$ cat src/hw/execPkg.sv
`default_nettype none

package execPkg;

    // ************************************************************
    // widths and sizes
    // ************************************************************
    localparam int DATA_WIDTH     = 32;
    localparam int REG_ADDR_WIDTH = 4;   // 16 registers.
    localparam int ROB_DEPTH      = 8;
    localparam int IMM_WIDTH      = 12;

    typedef logic [REG_ADDR_WIDTH-1:0] regAddr_t;
    typedef logic [2:0] sqN_t;           // wraps, one per rob slot.

    typedef enum logic [3:0] {
        OP_ADD,
        OP_SUB,
        OP_AND,
        OP_XOR,
        OP_SLT,     // signed compare.
        OP_ADDI,
        OP_DIV,     // unsigned.
        OP_REM      // unsigned.
    } opcode_t;

    // ************************************************************
    // micro-op word, two views of the same 24 bits
    // ************************************************************
    typedef struct packed {
        opcode_t   opcode;
        regAddr_t  dst;
        regAddr_t  srcA;
        regAddr_t  srcB;
        logic [7:0] unused;
    } rForm_t;

    typedef struct packed {
        opcode_t   opcode;
        regAddr_t  dst;
        regAddr_t  srcA;
        logic [IMM_WIDTH-1:0] imm;  // signed.
    } iForm_t;

    typedef union packed {
        rForm_t rForm;
        iForm_t iForm;
    } uopWord_t;

endpackage

`default_nettype wire

$ cat src/hw/dispatchStage.sv
`timescale 1ns/1ns
`default_nettype none

module dispatchStage #(
    parameter int DATA_WIDTH = execPkg::DATA_WIDTH,
    parameter int ROB_DEPTH  = execPkg::ROB_DEPTH
) (
    input  logic clk,
    input  logic rstN,
    input  logic inReq,
    output logic inAck,
    input  execPkg::uopWord_t inUop,
    output execPkg::regAddr_t srcAAddr,
    output execPkg::regAddr_t srcBAddr,
    input  logic [DATA_WIDTH-1:0] srcAData,
    input  logic [DATA_WIDTH-1:0] srcBData,
    input  logic [(2**execPkg::REG_ADDR_WIDTH)-1:0] pendingMask,
    input  logic robFull,
    input  logic divBusy,
    output logic issueValid,
    output logic issueIsDiv,
    output execPkg::sqN_t issueSqN,
    output execPkg::opcode_t issueOp,
    output execPkg::regAddr_t issueDst,
    output logic [DATA_WIDTH-1:0] opA,
    output logic [DATA_WIDTH-1:0] opB
);
    import execPkg::*;

    logic isImm;
    logic hazard;
    sqN_t sqNCnt;

    assign issueOp    = inUop.rForm.opcode;
    assign isImm      = (issueOp == OP_ADDI);
    assign issueIsDiv = (issueOp == OP_DIV) || (issueOp == OP_REM);
    assign issueDst   = inUop.rForm.dst;
    assign srcAAddr   = inUop.rForm.srcA;
    assign srcBAddr   = inUop.rForm.srcB;

    // srcB is a don't-care in immediate form.
    assign hazard = pendingMask[srcAAddr] || (!isImm && pendingMask[srcBAddr]) ||
                    pendingMask[issueDst];

    assign issueValid = inReq && !inAck && !hazard && !robFull && !(issueIsDiv && divBusy);
    assign issueSqN   = sqNCnt;
    assign opA        = srcAData;
    assign opB        = isImm ? {{(DATA_WIDTH-IMM_WIDTH){inUop.iForm.imm[IMM_WIDTH-1]}},
                                 inUop.iForm.imm} : srcBData;

    // four-phase accept, ack follows issue by one cycle.
    always_ff @(posedge clk) begin
        if (!rstN) begin
            inAck  <= 1'b0;
            sqNCnt <= '0;
        end else if (issueValid) begin
            inAck  <= 1'b1;
            sqNCnt <= (sqNCnt == sqN_t'(ROB_DEPTH - 1)) ? '0 : sqNCnt + 1'b1;
        end else if (inAck && !inReq) begin
            inAck <= 1'b0;
        end
    end

endmodule

`default_nettype wire

$ cat src/hw/regFile.sv
`timescale 1ns/1ns
`default_nettype none

module regFile #(
    parameter int DATA_WIDTH = execPkg::DATA_WIDTH
) (
    input  logic clk,
    input  logic rstN,
    input  execPkg::regAddr_t srcAAddr,
    input  execPkg::regAddr_t srcBAddr,
    output logic [DATA_WIDTH-1:0] srcAData,
    output logic [DATA_WIDTH-1:0] srcBData,
    input  logic setPending,
    input  execPkg::regAddr_t setDst,
    input  logic wbValid,
    input  execPkg::regAddr_t wbDst,
    input  logic [DATA_WIDTH-1:0] wbResult,
    output logic [(2**execPkg::REG_ADDR_WIDTH)-1:0] pendingMask
);
    import execPkg::*;

    localparam int NUM_REGS = 2**REG_ADDR_WIDTH;

    logic [DATA_WIDTH-1:0] regs [NUM_REGS];

    always_ff @(posedge clk) begin
        if (!rstN) begin
            for (int i = 0; i < NUM_REGS; i++) begin
                regs[i] <= '0;
            end
            pendingMask <= '0;
        end else begin
            if (wbValid) begin
                regs[wbDst]        <= wbResult;
                pendingMask[wbDst] <= 1'b0;
            end
            if (setPending) pendingMask[setDst] <= 1'b1; // never the wb reg.
        end
    end

    assign srcAData = regs[srcAAddr];
    assign srcBData = regs[srcBAddr];

endmodule

`default_nettype wire

$ cat src/hw/intAlu.sv
`timescale 1ns/1ns
`default_nettype none

module intAlu #(
    parameter int DATA_WIDTH = execPkg::DATA_WIDTH
) (
    input  logic clk,
    input  logic rstN,
    input  logic issueValid,
    input  logic issueIsDiv,
    input  execPkg::opcode_t issueOp,
    input  execPkg::sqN_t issueSqN,
    input  execPkg::regAddr_t issueDst,
    input  logic [DATA_WIDTH-1:0] opA,
    input  logic [DATA_WIDTH-1:0] opB,
    input  logic divDone,
    input  execPkg::sqN_t divSqN,
    input  execPkg::regAddr_t divDst,
    input  logic [DATA_WIDTH-1:0] divResult,
    output logic divGrant,
    output logic wbValid,
    output execPkg::sqN_t wbSqN,
    output execPkg::regAddr_t wbDst,
    output logic [DATA_WIDTH-1:0] wbResult
);
    import execPkg::*;

    logic aluValid;
    sqN_t aluSqN;
    regAddr_t aluDst;
    logic [DATA_WIDTH-1:0] aluResult;
    logic [DATA_WIDTH-1:0] aluNext;

    always_comb begin
        case (issueOp)
            OP_ADD, OP_ADDI: aluNext = opA + opB;
            OP_SUB:          aluNext = opA - opB;
            OP_AND:          aluNext = opA & opB;
            OP_XOR:          aluNext = opA ^ opB;
            OP_SLT:          aluNext = {{(DATA_WIDTH-1){1'b0}}, ($signed(opA) < $signed(opB))};
            default:         aluNext = '0;
        endcase
    end

    always_ff @(posedge clk) begin
        if (!rstN) aluValid <= 1'b0;
        else       aluValid <= issueValid && !issueIsDiv;
    end

    always_ff @(posedge clk) begin
        aluSqN    <= issueSqN;
        aluDst    <= issueDst;
        aluResult <= aluNext;
    end

    // ************************************************************
    // shared writeback lane, alu first
    // ************************************************************
    assign divGrant = divDone && !aluValid;
    assign wbValid  = aluValid || divDone;
    assign wbSqN    = aluValid ? aluSqN : divSqN;
    assign wbDst    = aluValid ? aluDst : divDst;
    assign wbResult = aluValid ? aluResult : divResult;

endmodule

`default_nettype wire

$ cat src/hw/serialDivider.sv
`timescale 1ns/1ns
`default_nettype none

module serialDivider #(
    parameter int DATA_WIDTH = execPkg::DATA_WIDTH
) (
    input  logic clk,
    input  logic rstN,
    input  logic issueValid,
    input  logic issueIsDiv,
    input  execPkg::opcode_t issueOp,
    input  execPkg::sqN_t issueSqN,
    input  execPkg::regAddr_t issueDst,
    input  logic [DATA_WIDTH-1:0] opA,
    input  logic [DATA_WIDTH-1:0] opB,
    input  logic divGrant,
    output logic divBusy,
    output logic divDone,
    output execPkg::sqN_t divSqN,
    output execPkg::regAddr_t divDst,
    output logic [DATA_WIDTH-1:0] divResult
);
    import execPkg::*;

    localparam int CNT_W = $clog2(DATA_WIDTH + 1);

    logic [CNT_W-1:0] stepCnt;
    logic [DATA_WIDTH-1:0] quo;
    logic [DATA_WIDTH-1:0] rem;
    logic [DATA_WIDTH-1:0] divisor;
    logic isRem;
    logic [DATA_WIDTH:0] shifted;
    logic [DATA_WIDTH:0] diff;

    assign shifted   = {rem, quo[DATA_WIDTH-1]};
    assign diff      = shifted - {1'b0, divisor};   // msb set means it did not fit.
    assign divResult = isRem ? rem : quo;

    always_ff @(posedge clk) begin
        if (!rstN) begin
            divBusy <= 1'b0;
            divDone <= 1'b0;
            stepCnt <= '0;
        end else if (issueValid && issueIsDiv) begin
            divBusy <= 1'b1;
            stepCnt <= CNT_W'(DATA_WIDTH);
        end else if (divDone) begin
            if (divGrant) begin
                divBusy <= 1'b0;
                divDone <= 1'b0;
            end
        end else if (divBusy) begin
            stepCnt <= stepCnt - 1'b1;
            if (stepCnt == CNT_W'(1)) divDone <= 1'b1;
        end
    end

    // restoring loop; a zero divisor always fits, giving all ones.
    always_ff @(posedge clk) begin
        if (issueValid && issueIsDiv) begin
            quo     <= opA;
            rem     <= '0;
            divisor <= opB;
            isRem   <= (issueOp == OP_REM);
            divSqN  <= issueSqN;
            divDst  <= issueDst;
        end else if (divBusy && !divDone) begin
            rem <= diff[DATA_WIDTH] ? shifted[DATA_WIDTH-1:0] : diff[DATA_WIDTH-1:0];
            quo <= {quo[DATA_WIDTH-2:0], !diff[DATA_WIDTH]};
        end
    end

endmodule

`default_nettype wire

$ cat src/hw/reorderBuffer.sv
`timescale 1ns/1ns
`default_nettype none

module reorderBuffer #(
    parameter int DATA_WIDTH = execPkg::DATA_WIDTH,
    parameter int ROB_DEPTH  = execPkg::ROB_DEPTH
) (
    input  logic clk,
    input  logic rstN,
    input  logic issueValid,
    input  execPkg::sqN_t issueSqN,
    input  execPkg::regAddr_t issueDst,
    output logic robFull,
    input  logic wbValid,
    input  execPkg::sqN_t wbSqN,
    input  logic [DATA_WIDTH-1:0] wbResult,
    output logic outReq,
    input  logic outAck,
    output execPkg::sqN_t outSqN,
    output execPkg::regAddr_t outDst,
    output logic [DATA_WIDTH-1:0] outResult
);
    import execPkg::*;

    sqN_t headPtr;
    sqN_t tailPtr;
    logic [ROB_DEPTH-1:0] entryBusy;
    logic [ROB_DEPTH-1:0] entryDone;
    regAddr_t dstMem [ROB_DEPTH];
    logic [DATA_WIDTH-1:0] resultMem [ROB_DEPTH];

    function automatic sqN_t nextPtr(input sqN_t p);
        return (p == sqN_t'(ROB_DEPTH - 1)) ? '0 : p + 1'b1;
    endfunction

    // slot under tail still waiting to retire.
    assign robFull   = entryBusy[tailPtr];
    assign outSqN    = headPtr;
    assign outDst    = dstMem[headPtr];
    assign outResult = resultMem[headPtr];

    // ************************************************************
    // allocate, complete, retire
    // ************************************************************
    always_ff @(posedge clk) begin
        if (!rstN) begin
            headPtr   <= '0;
            tailPtr   <= '0;
            entryBusy <= '0;
            entryDone <= '0;
            outReq    <= 1'b0;
        end else begin
            if (issueValid) begin
                entryBusy[issueSqN] <= 1'b1;
                entryDone[issueSqN] <= 1'b0;
                tailPtr             <= nextPtr(tailPtr);
            end
            if (wbValid) entryDone[wbSqN] <= 1'b1;

            if (outReq && outAck) begin
                outReq             <= 1'b0;
                entryBusy[headPtr] <= 1'b0;
                entryDone[headPtr] <= 1'b0;
                headPtr            <= nextPtr(headPtr);
            end else if (!outReq && !outAck && entryDone[headPtr]) begin
                outReq <= 1'b1;     // wait for ack low first.
            end
        end
    end

    always_ff @(posedge clk) begin
        if (issueValid) dstMem[issueSqN] <= issueDst;
        if (wbValid) resultMem[wbSqN] <= wbResult;
    end

endmodule

`default_nettype wire

$ cat src/hw/execCluster.sv
`timescale 1ns/1ns
`default_nettype none

module execCluster #(
    parameter int DATA_WIDTH = execPkg::DATA_WIDTH,
    parameter int ROB_DEPTH  = execPkg::ROB_DEPTH
) (
    input  logic clk,
    input  logic rstN,
    input  logic inReq,
    output logic inAck,
    input  execPkg::uopWord_t inUop,
    output logic outReq,
    input  logic outAck,
    output execPkg::sqN_t outSqN,
    output execPkg::regAddr_t outDst,
    output logic [DATA_WIDTH-1:0] outResult
);
    import execPkg::*;

    regAddr_t srcAAddr;
    regAddr_t srcBAddr;
    logic [DATA_WIDTH-1:0] srcAData;
    logic [DATA_WIDTH-1:0] srcBData;
    logic [(2**REG_ADDR_WIDTH)-1:0] pendingMask;
    logic robFull;
    logic divBusy;
    logic issueValid;
    logic issueIsDiv;
    sqN_t issueSqN;
    opcode_t issueOp;
    regAddr_t issueDst;
    logic [DATA_WIDTH-1:0] opA;
    logic [DATA_WIDTH-1:0] opB;
    logic divDone;
    logic divGrant;
    sqN_t divSqN;
    regAddr_t divDst;
    logic [DATA_WIDTH-1:0] divResult;
    logic wbValid;
    sqN_t wbSqN;
    regAddr_t wbDst;
    logic [DATA_WIDTH-1:0] wbResult;

    dispatchStage #(.DATA_WIDTH(DATA_WIDTH), .ROB_DEPTH(ROB_DEPTH)) dispatch
    (
        .clk(clk), .rstN(rstN),
        .inReq(inReq), .inAck(inAck), .inUop(inUop),
        .srcAAddr(srcAAddr), .srcBAddr(srcBAddr),
        .srcAData(srcAData), .srcBData(srcBData),
        .pendingMask(pendingMask), .robFull(robFull), .divBusy(divBusy),
        .issueValid(issueValid), .issueIsDiv(issueIsDiv), .issueSqN(issueSqN),
        .issueOp(issueOp), .issueDst(issueDst), .opA(opA), .opB(opB)
    );

    regFile #(.DATA_WIDTH(DATA_WIDTH)) rf
    (
        .clk(clk), .rstN(rstN),
        .srcAAddr(srcAAddr), .srcBAddr(srcBAddr),
        .srcAData(srcAData), .srcBData(srcBData),
        .setPending(issueValid), .setDst(issueDst),
        .wbValid(wbValid), .wbDst(wbDst), .wbResult(wbResult),
        .pendingMask(pendingMask)
    );

    // ************************************************************
    // functional units, merged onto one writeback lane
    // ************************************************************
    intAlu #(.DATA_WIDTH(DATA_WIDTH)) ialu
    (
        .clk(clk), .rstN(rstN),
        .issueValid(issueValid), .issueIsDiv(issueIsDiv), .issueOp(issueOp),
        .issueSqN(issueSqN), .issueDst(issueDst), .opA(opA), .opB(opB),
        .divDone(divDone), .divSqN(divSqN), .divDst(divDst), .divResult(divResult),
        .divGrant(divGrant),
        .wbValid(wbValid), .wbSqN(wbSqN), .wbDst(wbDst), .wbResult(wbResult)
    );

    serialDivider #(.DATA_WIDTH(DATA_WIDTH)) div
    (
        .clk(clk), .rstN(rstN),
        .issueValid(issueValid), .issueIsDiv(issueIsDiv), .issueOp(issueOp),
        .issueSqN(issueSqN), .issueDst(issueDst), .opA(opA), .opB(opB),
        .divGrant(divGrant), .divBusy(divBusy), .divDone(divDone),
        .divSqN(divSqN), .divDst(divDst), .divResult(divResult)
    );

    reorderBuffer #(.DATA_WIDTH(DATA_WIDTH), .ROB_DEPTH(ROB_DEPTH)) rob
    (
        .clk(clk), .rstN(rstN),
        .issueValid(issueValid), .issueSqN(issueSqN), .issueDst(issueDst),
        .robFull(robFull),
        .wbValid(wbValid), .wbSqN(wbSqN), .wbResult(wbResult),
        .outReq(outReq), .outAck(outAck),
        .outSqN(outSqN), .outDst(outDst), .outResult(outResult)
    );

endmodule

`default_nettype wire

$ cat config.mk
export PLATFORM = sky130hd
export DESIGN_NAME = execCluster
export DESIGN_NICKNAME = d
export VERILOG_FILES = /design/src/hw/execPkg.sv /design/src/hw/dispatchStage.sv /design/src/hw/regFile.sv /design/src/hw/intAlu.sv /design/src/hw/serialDivider.sv /design/src/hw/reorderBuffer.sv /design/src/hw/execCluster.sv
export SDC_FILE = /design/constraint.sdc
export NUM_CORES = 2
export LEC_CHECK = 0
export ABC_AREA = 0
export BUFFER_PORTS_ARGS = -buffer_cell sky130_fd_sc_hd__buf_4
export CAP_MARGIN = 20
export CORE_MARGIN = 5
export CORE_UTILIZATION = 50
export DETAILED_ROUTE_END_ITERATION = 8
export MAX_ROUTING_LAYER = met4
export PLACE_DENSITY = 0.66
export SYNTH_ARGS = -nofsm -noshare
export SYNTH_HDL_FRONTEND = slang
export SYNTH_SLANG_ARGS = --single-unit
$ cat constraint.sdc
create_clock -name clk -period 6.3 [get_ports clk]
set_clock_uncertainty 0.2 [all_clocks]
set_input_delay 0.63 -clock clk [delete_from_list [all_inputs] [get_ports clk]]
set_output_delay 0.63 -clock clk [all_outputs]
set_load 0.1 [all_outputs]
=== Word level (Yosys, flattened, before mapping) ===
Memories as Yosys holds them, arrays and structs flattened. A register that Yosys moved wholly into a read port is not among the register bits.
Index checks and enable logic that the tools add are counted.

* Bits in registers: 195
* Latch bits: 0
* Bits in writable memories: 800
* Memory bits (read-only): 0
* Output and inout bits: 41
* Memories: 3

{| class="wikitable"
|+ Memories
! memory !! words !! bits a word !! read ports !! clocked after memory_dff !! write ports !! line !! RTL
|-
| rf.regs || 16 || 32 || 2 || 0 || 16 || regFile.sv:24 || <nowiki>logic [DATA_WIDTH-1:0] regs [NUM_REGS];</nowiki>
|-
| rob.resultMem || 8 || 32 || 1 || 1 || 1 || reorderBuffer.sv:30 || <nowiki>logic [DATA_WIDTH-1:0] resultMem [ROB_DEPTH];</nowiki>
|-
| rob.dstMem || 8 || 4 || 1 || 1 || 1 || reorderBuffer.sv:29 || <nowiki>regAddr_t dstMem [ROB_DEPTH];</nowiki>
|}

* Add/sub/neg operators: 7
* Multiply operators: 0
* Divide/modulo/power cells: 0
* $lt $le $gt $ge: 14
* Eq/ne operators: 12
* Shifts and indexed selects: 0
* Muxes and demuxes: 69
* Bitwise gates (word level): 14
* Reductions and logical operators: 48

{| class="wikitable"
|+ Operators by type and width
! cell !! number
|-
| $mux 32 || 7
|-
| $pmux 32 s5 || 1
|-
| $mux 8 || 8
|-
| $mux 16 || 3
|-
| $sub 33x32->33 || 1
|-
| $add 32x32->32 || 1
|-
| $and 32x32->32 || 1
|-
| $lt 32x32->1 || 1
|-
| $reduce_or 32->1 || 1
|-
| $sub 32x32->32 || 1
|-
| $xor 32x32->32 || 1
|-
| $mux 1 || 27
|-
| $and 8x8->8 || 3
|-
| $mux 3 || 8
|-
| $lt 4x5->1 const B || 4
|-
| $logic_and 1x1->1 || 19
|-
| $mux 6 || 3
|-
| $and 16x16->16 || 1
|-
| $eq 4x3->1 const B || 4
|-
| $lt 3x4->1 const B || 4
|-
| $not 16->16 || 1
|-
| $not 8->8 || 2
|-
| $or 16x16->16 || 1
|-
| $or 8x8->8 || 2
|-
| other kinds (21) || 59
|}

=== Logic depth before layout (Yosys ltp) ===
* Depth in word-level cells: 16
* Gate-level depth with buffers: 20

=== Modules after synthesis ===
A second synthesis with hierarchy kept.

* Cell total of the unflattened synthesis: 3,901
* Area total of the unflattened synthesis: 52,720.6 sq um

{| class="wikitable"
|+ By module, submodules not included
! module !! instances !! cells each !! area an instance (sq um) !! sequential area each (sq um)
|-
| regFile || 1 || 1,756 || 27,116.0 || 15,695.1
|-
| reorderBuffer || 1 || 544 || 12,319.3 || 9,168.8
|-
| serialDivider || 1 || 671 || 6,448.7 || 2,962.8
|-
| intAlu || 1 || 741 || 5,500.3 || 800.8
|-
| dispatchStage || 1 || 189 || 1,336.3 || 80.1
|}

=== Worst setup path after synthesis ===
OpenSTA, ideal clock, no wires.

* Path kind: input-to-reg
* Start point: input inUop[12] in the netlist's numbering
* End point: register ialu.aluResult[27]
* Arrival time: 5,310 ps
* Required time: 5,978 ps
* Slack: 668 ps
* Cell stages on the path: 17
* Path through: clkbuf_1 > buf_2 > buf_1 > mux4_2 > mux4_2 > ha_1 > clkbuf_1 > a21oi_1 > o211ai_1 > a211oi_1 > o21ai_0 > o41ai_2 > o31ai_1 > a21oi_1 > o21ai_1 > xor2_1 > a221o_1

* Cells in the longest elaborated chain, start to end: 3

{| class="wikitable"
|+ Ends and longest elaborated chain
! what !! line !! RTL
|-
| start: declaration || execCluster.sv:12 || <nowiki>input execPkg::uopWord_t inUop,</nowiki>
|-
| $mem_v2 16x32 (*) || - ||
|-
| $sub 32x32->32 (tied with other cells) || intAlu.sv:37 || <nowiki>OP_SUB: aluNext = opA - opB;</nowiki>
|-
| $pmux 32 s5 (*) || intAlu.sv:35 || <nowiki>case (issueOp)</nowiki>
|-
| net ialu.aluNext[27] || intAlu.sv:32 || <nowiki>logic [DATA_WIDTH-1:0] aluNext;</nowiki>
|-
| end signal: assignment || intAlu.sv:53 || <nowiki>aluResult <= aluNext;</nowiki>
|-
| end: declaration || intAlu.sv:31 || <nowiki>logic [DATA_WIDTH-1:0] aluResult;</nowiki>
|}

Mark *: on every way through the listed nets, which the timed path passes. The rest lies on a longest branch.
A chain may end at the register's enable or synchronous reset.

=== Worst setup path in the final report ===
* Start point: input inUop[20] in the netlist's numbering
* End point: register ialu.aluResult[27]

* Cells in the longest elaborated chain, start to end: 4

{| class="wikitable"
|+ Ends and longest elaborated chain
! what !! line !! RTL
|-
| $eq 4x3->1 || dispatchStage.sv:35, intAlu.sv:35 ||
|-
| $mux 32 || dispatchStage.sv:48 || <nowiki>assign opB = isImm ? {{(DATA_WIDTH-IMM_WIDTH){inUop.iForm.imm[IMM_WIDTH-1]}},</nowiki>
|-
| $sub 32x32->32 (tied with other cells) || intAlu.sv:37 ||
|-
| $pmux 32 s5 (*) || intAlu.sv:35 ||
|-
| net ialu.aluNext[27] || intAlu.sv:32 ||
|}

Marked as above.

==> results.json <==
{
  "root_buffer": "clkbuf_16",
  "cp_common_cell": "buf_4",
  "cp_slowest_cell": "dlygate4sd3_1",
  "fin_crit_sh_pct": 82.3,
  "syn_nets": 3824,
  "fin_cells": 5120,
  "ant_nets": 0,
  "worst_pin_slew_ps": 1190,
  "leakagePower_nw": 20.3,
  "period_minus_slack_ps": 5190,
  "critPathKind": "in -> reg",
  "grt_pass1_wl_um": 223000,
  "p_seq_share_pct": 43.8,
  "run_status": "completed",
  "ys.flop_type": "edfxtp_1",
  "routed_wl_um": 152000,
  "viasPerCell": 6.56,
  "dieWidth_um": 328,
  "htreeDepth": 3,
  "final_area_mm2": 0.0567,
  "grt_pass1_vias": 33048,
  "die-area_mm2": 0.107,
  "syn_inst": 3689,
  "antennaDiodeCount": 0,
  "drtIter0Drc": 4350,
  "cap_viol_max_count": 0,
  "wl_per_cell_um": 29.7,
  "fmax_ghz": 0.193,
  "cts_buffers": 104,
  "crit_required_ps": 6650,
  "intPower_mw": 12.8,
  "drive_above_1_share_pct": 24.5,
  "start_util_pct": 50.4,
  "relSlewSlack_pct": 20.1,
  "report.final.hold_viol_count": 0,
  "crit_path_end_kind": "flop",
  "dp_hpwl_um": 97300,
  "power_frac_clock_pct": 35.0,
  "synth_edf_count": 872,
  "total_power_mw": 18.2,
  "slew_violations": 0,
  "ys_seq_area_share_pct": 56.8,
  "grt_usage_pct": 28.9,
  "cts_sinks": 998,
  "fin_nets": 3873,
  "post-route-util_pct": 56.6,
  "tns_ps": 0,
  "peakVddDrop_uv": 287,
  "ys_ff_latch": 998,
  "cts_tree": "done",
  "yosysTopAreaCell": "edfxtp_1",
  "fp.dieH_um": 328,
  "syn_area_mm2": 0.0505,
  "p_comb_share_pct": 21.2,
  "yosysTopAreaCellShare_pct": 51.9,
  "drtPass1Iterations": 6,
  "clk_pin_slew_ps": 60,
  "path_cells": "dlygate4sd3_1 -> buf_4 -> and3_2 -> buf_4 -> buf_4 -> a211oi_1 -> a21o_1 -> ha_1 -> o2111ai_1 -> nor3_1 -> a211oi_1 -> o21ai_0 -> o41ai_2 -> o31ai_1 -> a21oi_1 -> o21ai_1 -> xor2_1 -> a221o_1",
  "cp_data_arrival_time_ps": 5530,
  "rows": 116,
  "switchingPower_mw": 5.48,
  "synth.distinct_cells": 86,
  "cp_max_fo": 17,
  "vias": 33580,
  "clk-insertion-delay-late_ps": 720,
  "numPortBuffers": 68,
  "critical-path-max-stage-delay_ps": 610,
  "core-area_mm2": 0.100,
  "gr-total-overflow": 0,
  "swShare_pct": 30.1,
  "ys_top_cells_by_area": "edfxtp_1 52%, mux4_2 17%, nor2_1 5.2%, dfxtp_1 5.0%, ha_1 2.6%",
  "syn_avg_cell_area_um2": 13.7,
  "cp-start-kind": "input port",
  "area_growth_pct": 12.3,
  "setup_viol": 0,
  "postPlaceCellArea_mm2": 0.0531,
  "dp_cells": 4919,
  "path_buf_inv": 4,
  "powerDensity_mw_per_mm2": 322,
  "top_level_ports": 69,
  "clockBufferDepth": 3,
  "cts_setup_buffers": 0,
  "min_path_type": "in -> reg",
  "antenna_found_initial": 2,
  "critPathTopFamily": "compound AO/OA/AOI/OAI gates",
  "yosysWarnings": 0,
  "rsz0062_at_grt": "false",
  "drc": 0,
  "async_flop_share_pct": 0,
  "grt_max_degree": 92,
  "place_congestion": 0.973
}
## per-stage QoR
stage | worst slack, ps | hold WS (ps)
2_1_floorplan | 668 | 189
3_3_place_gp | 727 | 222
3_5_place_dp | 711 | 222
4_1_cts | 1240 | 48.2
5_1_grt | 887 | 87.4
6_report | 1110 | 88.3
## power by group through the flow
| stage | registers, mW | logic, mW | clock network (mW) |
|---|---|---|---|
| after floorplan | 7.96 | 2.67 | 0 |
| after global placement | 8.10 | 3.80 | 0 |
| after detailed placement | 8.11 | 3.81 | 0 |
| after CTS | 7.98 | 3.83 | 6.46 |
| after global routing | 8.02 | 4.15 | 6.74 |
| final | 7.99 | 3.87 | 6.38 |
## routing by layer
layer | track usage (%) | wire length, µm | up-vias
met4 | 9.74 | 5730 | 0
met5 | - | 0 | -
met3 | 4.83 | 15500 | 318
li1 | - | - | 14162
met1 | 39.8 | 60500 | 17155
met2 | 44.5 | 70200 | 1945
## layout by cell type, fill, tap and decap left out, types with 31 or more instances in the layout
master	count
mux2i_1	92
mux4_2	388
a21oi_1	128
o21ai_0	77
inv_1	170
buf_4	186
mux2_2	91
nand2_1	124
nor3_1	31
a21o_1	36
ha_1	104
dfxtp_1	122
edfxtp_1	872
clkbuf_16	105
o22ai_1	55
nor2_1	686
## cell families (layout without fill, tap and decap cells)
logic type,after synthesis,after routing,share of synthesized area (%)
simple gates,1005,1005,8.28
xor+xnor,37,37,0.679
buf+inv,438,571,3.35
compound gates,533,533,7.00
mux,571,571,21.2
flops,998,998,56.8
fa+ha+maj,107,107,2.70
## synthesized netlist by cell type, types with 18 or more instances
library cell,number
a21o_1,36
a21oi_1,148
a221o_1,18
buf_1,32
buf_2,21
clkbuf_1,208
dfxtp_1,126
edfxtp_1,872
ha_1,104
inv_1,170
mux2_2,91
mux2i_1,92
mux4_2,388
nand2_1,140
nand2b_1,27
nand3_1,26
nor2_1,694
nor2b_1,20
nor3_1,31
o21ai_0,93
o22ai_1,55
xnor2_1,23
## repair_timing
item,in CTS,in global routing
hold buffers,7,0
setup endpoints to repair,0,0
endpoints found under the hold margin,7,0
resized for setup,0,0
## registers in the layout, summed over array words and instances, names as in the netlist, 3 cells and up, named ones only
register,flops
rf.regs,512
rob.resultMem,256
div.divisor,32
div.quo,32
div.rem,32
ialu.aluResult,32
rob.dstMem,32
rf.pendingMask,16
rob.entryBusy,8
rob.entryDone,8
div.stepCnt,6
div.divDst,4
ialu.aluDst,4
dispatch.issueSqN,3
div.divSqN,3
ialu.aluSqN,3
rob.outSqN,3
rob.tailPtr,3
## final cells by class
cell class                 count  area, µm²
tap                         1298       1620
clock buffer                 123       2730
clock inverter                67        821
timing repair buffer         208       1690
fill                        7933      43400
sequential                   998      28700
multi-input combinational   2253      20500
inverter                     173        649
## worst register-to-register path, stage by stage, from the launching register on
cell and delay [ps]:
edfxtp_1 410, mux4_2 480, mux4_2 460, mux2i_1 500
ha_1 480, nor2_1 250, nand2_1 80, o21ai_0 230
or3b_1 190, a21oi_1 120, o41ai_2 360, a2111oi_0 180
buf_4 170, o41ai_1 450, xnor2_1 180, o221ai_1 130
## final timing paths
check	startpoint	end	slack, ps	cells after the start
hold / removal	inUop[6]	div.divisor[6]	90	3
setup / recovery	inUop[20]	ialu.aluResult[27]	1110	18
hold reg to reg	dispatch.issueSqN[0]	ialu.aluSqN[0]	230	0
setup reg to reg	rf.regs[6][5]	ialu.aluResult[19]	1240	15
Note: power is estimated with default switching activity, not from simulation.
